### src/source/pi1_wb4_pkg.sv
// ----------------------------------------------------------------------
// Struct fields are sized by ARCH_W; every module's DATA_W must match it
// ----------------------------------------------------------------------

`default_nettype none

package pi1_wb4_pkg;

	// Default bus width, change here to build a 16 or 64 bit system
	localparam int ARCH_W = 32;
	localparam int SEL_W = ARCH_W / 8;
	localparam int BYTE_IDX_W = $clog2(SEL_W);
	localparam int WADR_W = ARCH_W - BYTE_IDX_W;

	// PI1 operation codes
	typedef enum logic [1:0] {
		PI1_NOOP  = 2'b00,
		PI1_WRITE = 2'b01,
		PI1_READ  = 2'b10,
		PI1_SWAP  = 2'b11
	} pi1_op_e;

	// ------------------------------------------------------------------
	// Processor side request, held by the master until accepted
	typedef struct packed {
		pi1_op_e             op;
		logic [WADR_W-1:0]   adr;
		logic [ARCH_W-1:0]   dat;
		logic [SEL_W-1:0]    sel;
	} pi1_req_t;

	// ------------------------------------------------------------------
	// Wishbone B4 pipelined, master to slave
	typedef struct packed {
		logic                cyc;
		logic                stb;
		logic                we;
		logic [ARCH_W-1:0]   adr;
		logic [ARCH_W-1:0]   dat;
		logic [SEL_W-1:0]    sel;
	} wb4_req_t;

	// Slave to master
	typedef struct packed {
		logic                stall;
		logic                ack;
		logic [ARCH_W-1:0]   dat;
	} wb4_rsp_t;

endpackage

`default_nettype wire

### src/source/pi1_bridge_datapath.sv
// ----------------------------------------------------------------------
// Bus address points at the lowest enabled byte lane, lane 0 if none
// ----------------------------------------------------------------------

`timescale 1ns/10ps
`default_nettype none

module pi1_bridge_datapath import pi1_wb4_pkg::*; #(
	parameter int DATA_W = ARCH_W
) (
	input  wire logic                 clk_i,
	input  wire logic                 rst_i,
	input  pi1_req_t                  pi1_req_i,
	input  wire logic                 accept_i,
	input  wire logic                 swap_ack_i,
	input  wire logic                 ack_i,
	input  wire logic [DATA_W-1:0]    rd_data_i,
	output logic                      swap_o,
	output logic [DATA_W-1:0]         wb_adr_o,
	output logic [DATA_W-1:0]         wb_dat_o,
	output logic [DATA_W/8-1:0]       wb_sel_o,
	output logic [DATA_W-1:0]         pi1_data_o
);

	localparam int SEL_N = DATA_W / 8;
	localparam int LANE_W = $clog2(SEL_N);

	logic [LANE_W-1:0] lane;
	logic [DATA_W-1:0] old_q;
	pi1_op_e           op_q;
	logic              final_ack;

	// Priority pick, lowest lane wins
	always_comb begin
		lane = '0;
		for (int i = SEL_N - 1; i >= 0; i--) begin
			if (pi1_req_i.sel[i]) begin
				lane = LANE_W'(i);
			end
		end
	end

	always_ff @(posedge clk_i) begin
		if (accept_i) begin
			wb_adr_o <= {pi1_req_i.adr[DATA_W-LANE_W-1:0], lane};
			wb_dat_o <= pi1_req_i.dat[DATA_W-1:0];
			wb_sel_o <= pi1_req_i.sel[SEL_N-1:0];
		end
		if (swap_ack_i) begin
			old_q <= rd_data_i;
		end
	end

	always_ff @(posedge clk_i) begin
		if (rst_i) begin
			op_q <= PI1_NOOP;
		end else if (accept_i) begin
			op_q <= pi1_req_i.op;
		end
	end

	assign swap_o = (op_q == PI1_SWAP);
	assign final_ack = ack_i && !swap_ack_i;

	// Data only shows in the completion cycle of a read or swap
	always_comb begin
		pi1_data_o = '0;
		if (final_ack) begin
			if (op_q == PI1_READ) begin
				pi1_data_o = rd_data_i;
			end else if (op_q == PI1_SWAP) begin
				pi1_data_o = old_q;
			end
		end
	end

endmodule

`default_nettype wire

### src/source/pi1_bridge_fsm.sv
// ----------------------------------------------------------------------
// One transfer in flight; a swap runs as a read then a write in one cyc
// ----------------------------------------------------------------------

`timescale 1ns/10ps
`default_nettype none

module pi1_bridge_fsm import pi1_wb4_pkg::*; (
	input  wire logic     clk_i,
	input  wire logic     rst_i,
	input  pi1_op_e       pi1_op_i,
	input  wb4_rsp_t      wb_rsp_i,
	output logic          pi1_rdy_o,
	output logic          accept_o,
	output logic          swap_ack_o,
	output logic          cyc_o,
	output logic          stb_o,
	output logic          we_o
);

	typedef enum logic [1:0] {
		ST_IDLE,
		ST_ACCESS,
		ST_SWAP_RD,
		ST_SWAP_WR
	} state_e;

	state_e state_q;
	logic   live_q;

	// Ready is held low until the first clock after reset
	always_ff @(posedge clk_i) begin
		if (rst_i) begin
			live_q <= 1'b0;
		end else begin
			live_q <= 1'b1;
		end
	end

	// Free when idle, or when the last ack of the operation arrives
	assign pi1_rdy_o = live_q &&
		(state_q == ST_IDLE || (wb_rsp_i.ack && state_q != ST_SWAP_RD));
	assign accept_o = pi1_rdy_o && (pi1_op_i != PI1_NOOP);
	assign swap_ack_o = (state_q == ST_SWAP_RD) && wb_rsp_i.ack;

	always_ff @(posedge clk_i) begin
		if (rst_i) begin
			state_q <= ST_IDLE;
			cyc_o   <= 1'b0;
			stb_o   <= 1'b0;
			we_o    <= 1'b0;
		end else if (pi1_rdy_o) begin
			if (accept_o) begin
				cyc_o   <= 1'b1;
				stb_o   <= 1'b1;
				we_o    <= (pi1_op_i == PI1_WRITE);
				state_q <= (pi1_op_i == PI1_SWAP) ? ST_SWAP_RD : ST_ACCESS;
			end else begin
				cyc_o   <= 1'b0;
				stb_o   <= 1'b0;
				we_o    <= 1'b0;
				state_q <= ST_IDLE;
			end
		end else if (swap_ack_o) begin
			// Read half done, strobe again for the write half
			stb_o   <= 1'b1;
			we_o    <= 1'b1;
			state_q <= ST_SWAP_WR;
		end else if (stb_o && !wb_rsp_i.stall) begin
			stb_o <= 1'b0;
		end
	end

	// ------------------------------------------------------------------
	// Bus protocol checks

	a_stb_in_cyc: assert property (@(posedge clk_i) disable iff (rst_i)
		stb_o |-> cyc_o)
		else $error("stb high outside a cycle");

	a_ack_in_cyc: assert property (@(posedge clk_i) disable iff (rst_i)
		wb_rsp_i.ack |-> cyc_o)
		else $error("ack seen with cyc low");

	a_stb_held: assert property (@(posedge clk_i) disable iff (rst_i)
		stb_o && wb_rsp_i.stall |=> stb_o)
		else $error("stb dropped while stalled");

endmodule

`default_nettype wire

### src/source/pi1_wb4_top.sv
// ----------------------------------------------------------------------
// DATA_W must equal the package ARCH_W; bus is exposed for observation
// ----------------------------------------------------------------------

`timescale 1ns/10ps
`default_nettype none

module pi1_wb4_top import pi1_wb4_pkg::*; #(
	parameter int DATA_W = ARCH_W,
	parameter int MEM_WORDS = 64,
	parameter int WAIT_CYCLES = 1
) (
	input  wire logic          clk_i,
	input  wire logic          rst_i,
	input  pi1_req_t           pi1_req_i,
	output logic               pi1_rdy_o,
	output logic [DATA_W-1:0]  pi1_data_o,
	output wb4_req_t           wb_req_o,
	output wb4_rsp_t           wb_rsp_o
);

	logic accept, swap_ack, swap;

	if (DATA_W != ARCH_W) begin : g_width_check
		$error("DATA_W must equal ARCH_W from pi1_wb4_pkg");
	end

	pi1_bridge_fsm pi1_bridge_fsm_inst (
		.clk_i, .rst_i,
		.pi1_op_i  (pi1_req_i.op),
		.wb_rsp_i  (wb_rsp_o),
		.pi1_rdy_o,
		.accept_o  (accept),
		.swap_ack_o(swap_ack),
		.cyc_o     (wb_req_o.cyc),
		.stb_o     (wb_req_o.stb),
		.we_o      (wb_req_o.we)
	);

	pi1_bridge_datapath #(.DATA_W(DATA_W)) pi1_bridge_datapath_inst (
		.clk_i, .rst_i, .pi1_req_i,
		.accept_i  (accept),
		.swap_ack_i(swap_ack),
		.ack_i     (wb_rsp_o.ack),
		.rd_data_i (wb_rsp_o.dat[DATA_W-1:0]),
		.swap_o    (swap),
		.wb_adr_o  (wb_req_o.adr[DATA_W-1:0]),
		.wb_dat_o  (wb_req_o.dat[DATA_W-1:0]),
		.wb_sel_o  (wb_req_o.sel[DATA_W/8-1:0]),
		.pi1_data_o
	);

	wb4_ram #(
		.DATA_W(DATA_W), .MEM_WORDS(MEM_WORDS), .WAIT_CYCLES(WAIT_CYCLES)
	) wb4_ram_inst (.clk_i, .rst_i, .wb_req_i(wb_req_o), .wb_rsp_o);

	// FSM swap phase and datapath op must agree
	a_swap_ack_op: assert property (@(posedge clk_i) disable iff (rst_i)
		swap_ack |-> swap)
		else $error("swap read ack without a swap in the datapath");

endmodule

`default_nettype wire

### src/source/wb4_ack_timer.sv
// ----------------------------------------------------------------------
// Ack comes WAIT_CYCLES+1 clocks after a strobe is taken, one at a time
// ----------------------------------------------------------------------

`timescale 1ns/10ps
`default_nettype none

module wb4_ack_timer import pi1_wb4_pkg::*; #(
	parameter int WAIT_CYCLES = 1
) (
	input  wire logic clk_i,
	input  wire logic rst_i,
	input  wire logic stb_i,
	output logic      stall_o,
	output logic      ack_o
);

	localparam int CNT_W = (WAIT_CYCLES > 0) ? $clog2(WAIT_CYCLES + 1) : 1;

	logic             busy_q;
	logic [CNT_W-1:0] cnt_q;
	logic             stb_take;

	// A strobe may also be taken in the ack cycle
	assign stall_o = busy_q && (cnt_q != '0);
	assign ack_o = busy_q && (cnt_q == '0);
	assign stb_take = stb_i && !stall_o;

	always_ff @(posedge clk_i) begin
		if (rst_i) begin
			busy_q <= 1'b0;
			cnt_q  <= '0;
		end else if (stb_take) begin
			busy_q <= 1'b1;
			cnt_q  <= CNT_W'(WAIT_CYCLES);
		end else if (ack_o) begin
			busy_q <= 1'b0;
		end else if (busy_q) begin
			cnt_q <= cnt_q - 1'b1;
		end
	end

	a_ack_after_take: assert property (@(posedge clk_i) disable iff (rst_i)
		ack_o |-> $past(stb_take, WAIT_CYCLES + 1))
		else $error("ack without an accepted strobe");

endmodule

`default_nettype wire

### src/source/wb4_ram.sv
// ----------------------------------------------------------------------
// Word address wraps modulo MEM_WORDS; contents are not reset
// ----------------------------------------------------------------------

`timescale 1ns/10ps
`default_nettype none

module wb4_ram import pi1_wb4_pkg::*; #(
	parameter int DATA_W = ARCH_W,
	parameter int MEM_WORDS = 64,
	parameter int WAIT_CYCLES = 1
) (
	input  wire logic clk_i,
	input  wire logic rst_i,
	input  wb4_req_t  wb_req_i,
	output wb4_rsp_t  wb_rsp_o
);

	localparam int SEL_N = DATA_W / 8;
	localparam int LANE_W = $clog2(SEL_N);
	localparam int IDX_W = (MEM_WORDS > 1) ? $clog2(MEM_WORDS) : 1;

	logic [DATA_W-1:0] mem [MEM_WORDS];
	logic [IDX_W-1:0]  idx_q;
	logic [DATA_W-1:0] dat_q;
	logic [SEL_N-1:0]  sel_q;
	logic              we_q;
	logic              stall;
	logic              ack;

	wb4_ack_timer #(
		.WAIT_CYCLES(WAIT_CYCLES)
	) wb4_ack_timer_inst (
		.clk_i  (clk_i),
		.rst_i  (rst_i),
		.stb_i  (wb_req_i.cyc && wb_req_i.stb),
		.stall_o(stall),
		.ack_o  (ack)
	);

	// Latch the transfer when its strobe is taken, write it on the ack
	always_ff @(posedge clk_i) begin
		if (wb_req_i.cyc && wb_req_i.stb && !stall) begin
			idx_q <= IDX_W'(wb_req_i.adr[DATA_W-1:LANE_W] % MEM_WORDS);
			dat_q <= wb_req_i.dat[DATA_W-1:0];
			sel_q <= wb_req_i.sel[SEL_N-1:0];
			we_q  <= wb_req_i.we;
		end
		if (ack && we_q) begin
			for (int b = 0; b < SEL_N; b++) begin
				if (sel_q[b]) begin
					mem[idx_q][8*b +: 8] <= dat_q[8*b +: 8];
				end
			end
		end
	end

	always_comb begin
		wb_rsp_o = '0;
		wb_rsp_o.stall = stall;
		wb_rsp_o.ack = ack;
		if (ack && !we_q) begin
			wb_rsp_o.dat[DATA_W-1:0] = mem[idx_q];
		end
	end

endmodule

`default_nettype wire

### config.mk
export PLATFORM = sky130hd
export DESIGN_NAME = pi1_wb4_top
export DESIGN_NICKNAME = d
export VERILOG_FILES = /design/src/source/pi1_wb4_pkg.sv /design/src/source/pi1_bridge_datapath.sv /design/src/source/pi1_bridge_fsm.sv /design/src/source/pi1_wb4_top.sv /design/src/source/wb4_ack_timer.sv /design/src/source/wb4_ram.sv
export SDC_FILE = /design/constraint.sdc
export NUM_CORES = 2
export LEC_CHECK = 0
export CORE_ASPECT_RATIO = 2
export CORE_UTILIZATION = 30
export CTS_BUF_LIST = sky130_fd_sc_hd__clkbuf_2
export CTS_CLUSTER_SIZE = 10
export DETAILED_ROUTE_END_ITERATION = 8
export DONT_BUFFER_PORTS = 1
export PLACE_DENSITY = 0.43
export SLEW_MARGIN = 0
export SYNTH_ARGS = -nofsm -noshare
export SYNTH_HDL_FRONTEND = slang
export SYNTH_SLANG_ARGS = --single-unit
export TNS_END_PERCENT = 50
### constraint.sdc
create_clock -name clk_i -period 5.6 [get_ports clk_i]
set_clock_uncertainty 0.15 [all_clocks]
set_input_delay 1.12 -clock clk_i [delete_from_list [all_inputs] [get_ports clk_i]]
set_output_delay 1.12 -clock clk_i [all_outputs]
set_load 0.01 [all_outputs]
=== Yosys cells after proc, flatten, opt, wreduce, memory -nomap -nowiden ===
Memories as Yosys holds them, arrays and structs flattened. A register that Yosys moved wholly into a read port is not among the register bits.
Cells that the tools add are included.

* Add/sub/neg operators: 1
* Equal/unequal tests: 7
* Muxes and demuxes: 37
* Bitwise gates (word level): 1
* Reductions and logical operators: 24

{| class="wikitable"
|+ Operator list
! kind !! number
|-
| 2-to-1 mux 32 bit || 4
|-
| 2-to-1 mux 1 bit || 26
|-
| logical AND 1 bit || 12
|-
| 2-to-1 mux 2 bit || 6
|-
| == test 2 bit, second input constant || 4
|-
| nonzero test 2 bit || 4
|-
| 2-to-1 mux 6 bit || 1
|-
| zero test 1 bit || 3
|-
| nonzero test 3 bit || 1
|-
| == test 2 x 1 -> 1 bit, second input constant || 1
|-
| zero test 2 bit || 1
|-
| != test 2 x 1 -> 1 bit, second input constant || 1
|-
| != test 2 bit, second input constant || 1
|-
| AND reduction 2 bit || 1
|-
| OR reduction 2 bit || 1
|-
| logical OR 1 bit || 1
|-
| inverter 1 bit || 1
|-
| subtractor 1 bit, second input constant || 1
|}

* Bits in registers: 153
* RAM bits: 2048
* Input bits: 70
* Logic and storage cells: 89
* Memories kept: 1

{| class="wikitable"
|+ Memory list
! memory !! words !! bits a word !! read ports !! clocked after Yosys merged registers in !! wr ports !! line !! RTL
|-
| wb4_ram_inst.mem || 64 || 32 || 1 || 1 || 1 || wb4_ram.sv:23 || <nowiki>logic [DATA_W-1:0] mem [MEM_WORDS];</nowiki>
|}

=== Depth between registers and ports, before layout ===
* Depth in word-level cells: 8
* Mapped depth: 12

=== Modules after synthesis ===
From an unflattened synthesis, not the netlist that was laid out.

* Cell total of the unflattened synthesis: 3920
* Area, all modules: 85059.1 µm²

{| class="wikitable"
|+ By module, submodules not included
! module !! times used !! cells an instance !! area each (µm²)
|-
| wb4_ram || 1 || 3697 || 81052.7
|-
| pi1_bridge_datapath || 1 || 184 || 3634.7
|-
| pi1_bridge_fsm || 1 || 30 || 281.5
|-
| wb4_ack_timer || 1 || 9 || 90.1
|}

=== Worst setup path before layout ===
OpenSTA, ideal clock, no wires.

* Path type: register -> output
* Start: register with a tool-made name
* End: output pi1_data_o[8]
* Data arrival time: 2.323 ns
* Data required time: 4.330 ns
* Path slack: 2.007 ns
* Cell stages (with the launch flop): 8
* Buffers on the path: 3
* Path through: dfxtp_1 -> buf_6 -> buf_4 -> buf_2 -> mux4_2 -> mux4_2 -> a221oi_2 -> o21ai_1

{| class="wikitable"
|+ RTL lines
! what !! line !! RTL
|-
| end: declaration || pi1_wb4_top.sv:17 || <nowiki>output logic [DATA_W-1:0] pi1_data_o,</nowiki>
|}

==> metrics.cfg <==
[logic_synthesis]
async_reset_ff_frac = 0
ys.warnings.count = 0
synth.distinct_cells = 58
syn-cell-area_sq_um = 85000
synth_seq_cells = 2207
ys_seq_area_frac = 0.777
yosysTopAreaCell = edfxtp_1
synth_edf_count = 2191
synthFlopType = edfxtp_1
syn_inst = 4121
syn_area_per_cell_sq_um = 20.6
synth_top_area_frac = 0.774
synthesis.nets = 4191
synth.area.top_cells = edfxtp_1, mux4_2, mux2i_1

[power]
vdd_drop_max_uv = 175
switching_share = 0.247
p_leak_nw = 32.7
p_sw_w = 0.00744
p_int_w = 0.0227
p_clk_frac = 0.363
p_per_area_nw_per_um2 = 298
pwr-share-seq = 0.599
p_comb_frac = 0.038

[global_route]
grt_use_total = 0.220
grt_use_met2 = 0.397
first_global_vias = 49455
top_usage_layer = met2
grt_use_met1 = 0.228
grt_first_pass_wirelength_um = 422000
grt_use_met3 = 0.0391
overflow = 0
grt_max_degree = 76
antenna_found_initial = 13

[placed_design]
dpl-instance-area_sq_um = 91000
portBuffers = 0
gp_congestion = 0.860
dpl_worst_slack_ps = 243
dpl.hpwl_um = 207000
dp.cells = 7926

[floorplan]
start_util = 0.301
core_sq_um = 282000
die_w_um = 378
dieArea_sq_um = 286000
rows = 276
ios = 208
die_y_um = 755

[run_status]
status = finished, violations left
violations = setup timing

[routing]
drtAntennaViolNets = 0
post-route-drc-count = 0
first_pass_iters = 7
wl_per_cell_um = 34.5
drt-total-wl_um = 316000
vias_per_cell = 5.08
drt-initial-drc-count = 3753
vias = 46460

[sta]
hold_violations = 0
setup_ws_ps = -386
relSlewSlack = 0.0846
tightest_slew_ps = 1370
finalCriticalPeriod_ps = 5990
rsz0062_at_grt = true
setup_viol = 60
drv_slew = 0
timing.final.crit_share = 1.07
max_freq_mhz = 167

[setup_path]
endpoint_kind = output port
cp-start-kind = flip-flop
crit_fanout = 10
worstPathArrival_ps = 4720
crit_required_ps = 4330
path_class = reg -> out

[finish]
fin_cells = 9148
num-nets-final = 5084
area_growth_pct = 18.9
drive_above_1_share = 0.369
n_fill_cell = 26758
final_area_sq_um = 101000

[clock_network]
cts_tree = yes
cts_root_buf = clkbuf_2
cts-buffers-inserted = 537
insertion_delay_ps = 1820
clkTransAtPathRegs_ps = 120
cts.sinks = 2207
clk_path_buf_depth = 4
cts.htree.levels = 6

[worst_hold_path]
hold_class = reg -> reg

[job]
cap_violations = 0

-- power groups by stage --
stage	Combinational [W]	Sequential, W	Clock [W]
final	0.00115	0.0180	0.0109
after global routing	0.00120	0.0180	0.0120
after CTS	0.00112	0.0180	0.0114
after detailed placement	0.000881	0.0184	0
after global placement	0.000877	0.0184	0
after floorplan	0.000439	0.0184	0
-- per-stage QoR --
stage / total power [W] / hold slack, ps / utilization / TNS [ps]
6_report: 0.0301 / 314 / 0.358 / -11230
3_5_place_dp: 0.0193 / 295 / 0.323 / 0
5_1_grt: 0.0312 / 212 / 0.358 / -22510
3_3_place_gp: 0.0193 / 287 / 0.323 / 0
2_1_floorplan: 0.0189 / 281 / - / 0
4_1_cts: 0.0305 / 71.8 / 0.355 / -28110
-- flip-flops by register name, summed over array words and instances (netlist names), 4 cells and up, named ones only --
signal                             count
pi1_bridge_datapath_inst.wb_adr_o     32
pi1_bridge_datapath_inst.old_q        32
pi1_bridge_datapath_inst.wb_sel_o      4
wb4_ram_inst.sel_q                     4
wb4_ram_inst.mem                    2048
pi1_bridge_datapath_inst.wb_dat_o     32
wb4_ram_inst.idx_q                     6
wb4_ram_inst.dat_q                    32
-- per-layer routing --
metal,up-vias,part of all wire
met4,10,0.079
met1,24790,0.34
met3,740,0.054
met2,1836,0.53
met5,-,0.00021
li1,19084,-
-- cell usage in the layout, fill, tap and decap left out, types with 12 or more instances in the layout --
| master | netlist | final |
|---|---|---|
| clkbuf_2 | 0 | 763 |
| nor3_1 | 19 | 12 |
| mux2i_4 | 0 | 12 |
| o21ai_0 | 32 | 19 |
| a31oi_1 | 13 | 12 |
| o21ai_1 | 11 | 17 |
| edfxtp_1 | 2191 | 2191 |
| diode_2 | 0 | 12 |
| a21oi_1 | 51 | 21 |
| inv_2 | 0 | 12 |
| a21oi_2 | 0 | 23 |
| mux4_2 | 460 | 460 |
| buf_16 | 0 | 29 |
| buf_12 | 2 | 49 |
| nand3_2 | 0 | 12 |
| clkinv_2 | 0 | 17 |
| mux2i_1 | 190 | 168 |
| buf_4 | 43 | 311 |
| a22oi_2 | 0 | 24 |
| nor2_2 | 0 | 19 |
| dlygate4sd3_1 | 0 | 143 |
| mux2_2 | 22 | 21 |
| nor2_4 | 0 | 22 |
| nand3_1 | 43 | 31 |
| nor2_1 | 345 | 304 |
| a22oi_1 | 78 | 54 |
| bufinv_16 | 0 | 13 |
| a221oi_2 | 2 | 15 |
| clkinv_1 | 4 | 100 |
| nand2_1 | 198 | 183 |
| buf_8 | 0 | 14 |
| o22ai_1 | 54 | 39 |
| buf_6 | 20 | 29 |
-- cell families (layout without fill, tap and decap cells) --
kind of cell,after synthesis,in the layout,share of synthesized area
xor+xnor,1,1,0.000103
buf+inv,240,1502,0.0157
mux,672,672,0.147
other cells,0,12,0
compound gates,336,336,0.0272
flops,2207,2207,0.777
simple gates,665,665,0.0324
-- critical path, stage by stage, from the launching register on --
cell and delay, ps:
dfxtp_2 390, buf_4 190, buf_4 260, nor2_1 720, o21ai_2 290, o211ai_1 560, a211oi_4 90, buf_6 160
o21ai_1 120, buf_4 140
-- repair_timing --
action	4_1_cts	5_1_grt
setup endpoints to repair	64	64
gates cloned	16	2
resized for setup	343	117
setup buffers	87	58
hold buffers	143	0
pin swaps	54	39
hold endpoints to repair	93	0
-- cell type report --
type                            count  area, sq um  area share
Inverter                           11         57.6    0.000569
Timing Repair Buffer              583         6330      0.0626
Clock buffer                      763         3820      0.0378
Multi-Input combinational cell   1674        19200       0.189
Tap cell                         3753         4700      0.0464
Sequential cell                  2207        66100       0.654
Clock inverter                    145          923     0.00913
Antenna cell                       12         30.0    0.000297
-- synthesized netlist by cell type (11+ instances only) --
library cell	number
nand2_1	198
a21oi_1	51
nor3_1	19
a22oi_1	78
mux2i_1	190
a31oi_1	13
nand3_1	43
edfxtp_1	2191
nor2b_1	13
buf_2	70
a221oi_1	25
o21ai_1	11
mux4_2	460
o22ai_1	54
o21ai_0	32
nor2_1	345
buf_1	15
buf_4	43
buf_6	20
dfxtp_1	16
clkbuf_1	79
mux2_2	22
a211oi_1	11
-- final timing paths --
path	from	endpoint	slack, ps	depth (start not counted)
worst max-delay path	flip-flop	pi1_data_o[24]	-390	9
worst min-delay path	pi1_bridge_datapath_inst.op_q[1]	pi1_bridge_datapath_inst.op_q[1]	310	2
worst max register to register	wb4_ram_inst.idx_q[0]	wb4_ram_inst.mem[48][16]	1160	3
worst min register to register	pi1_bridge_datapath_inst.op_q[1]	pi1_bridge_datapath_inst.op_q[1]	310	2
(Power assumes the default switching activity.)
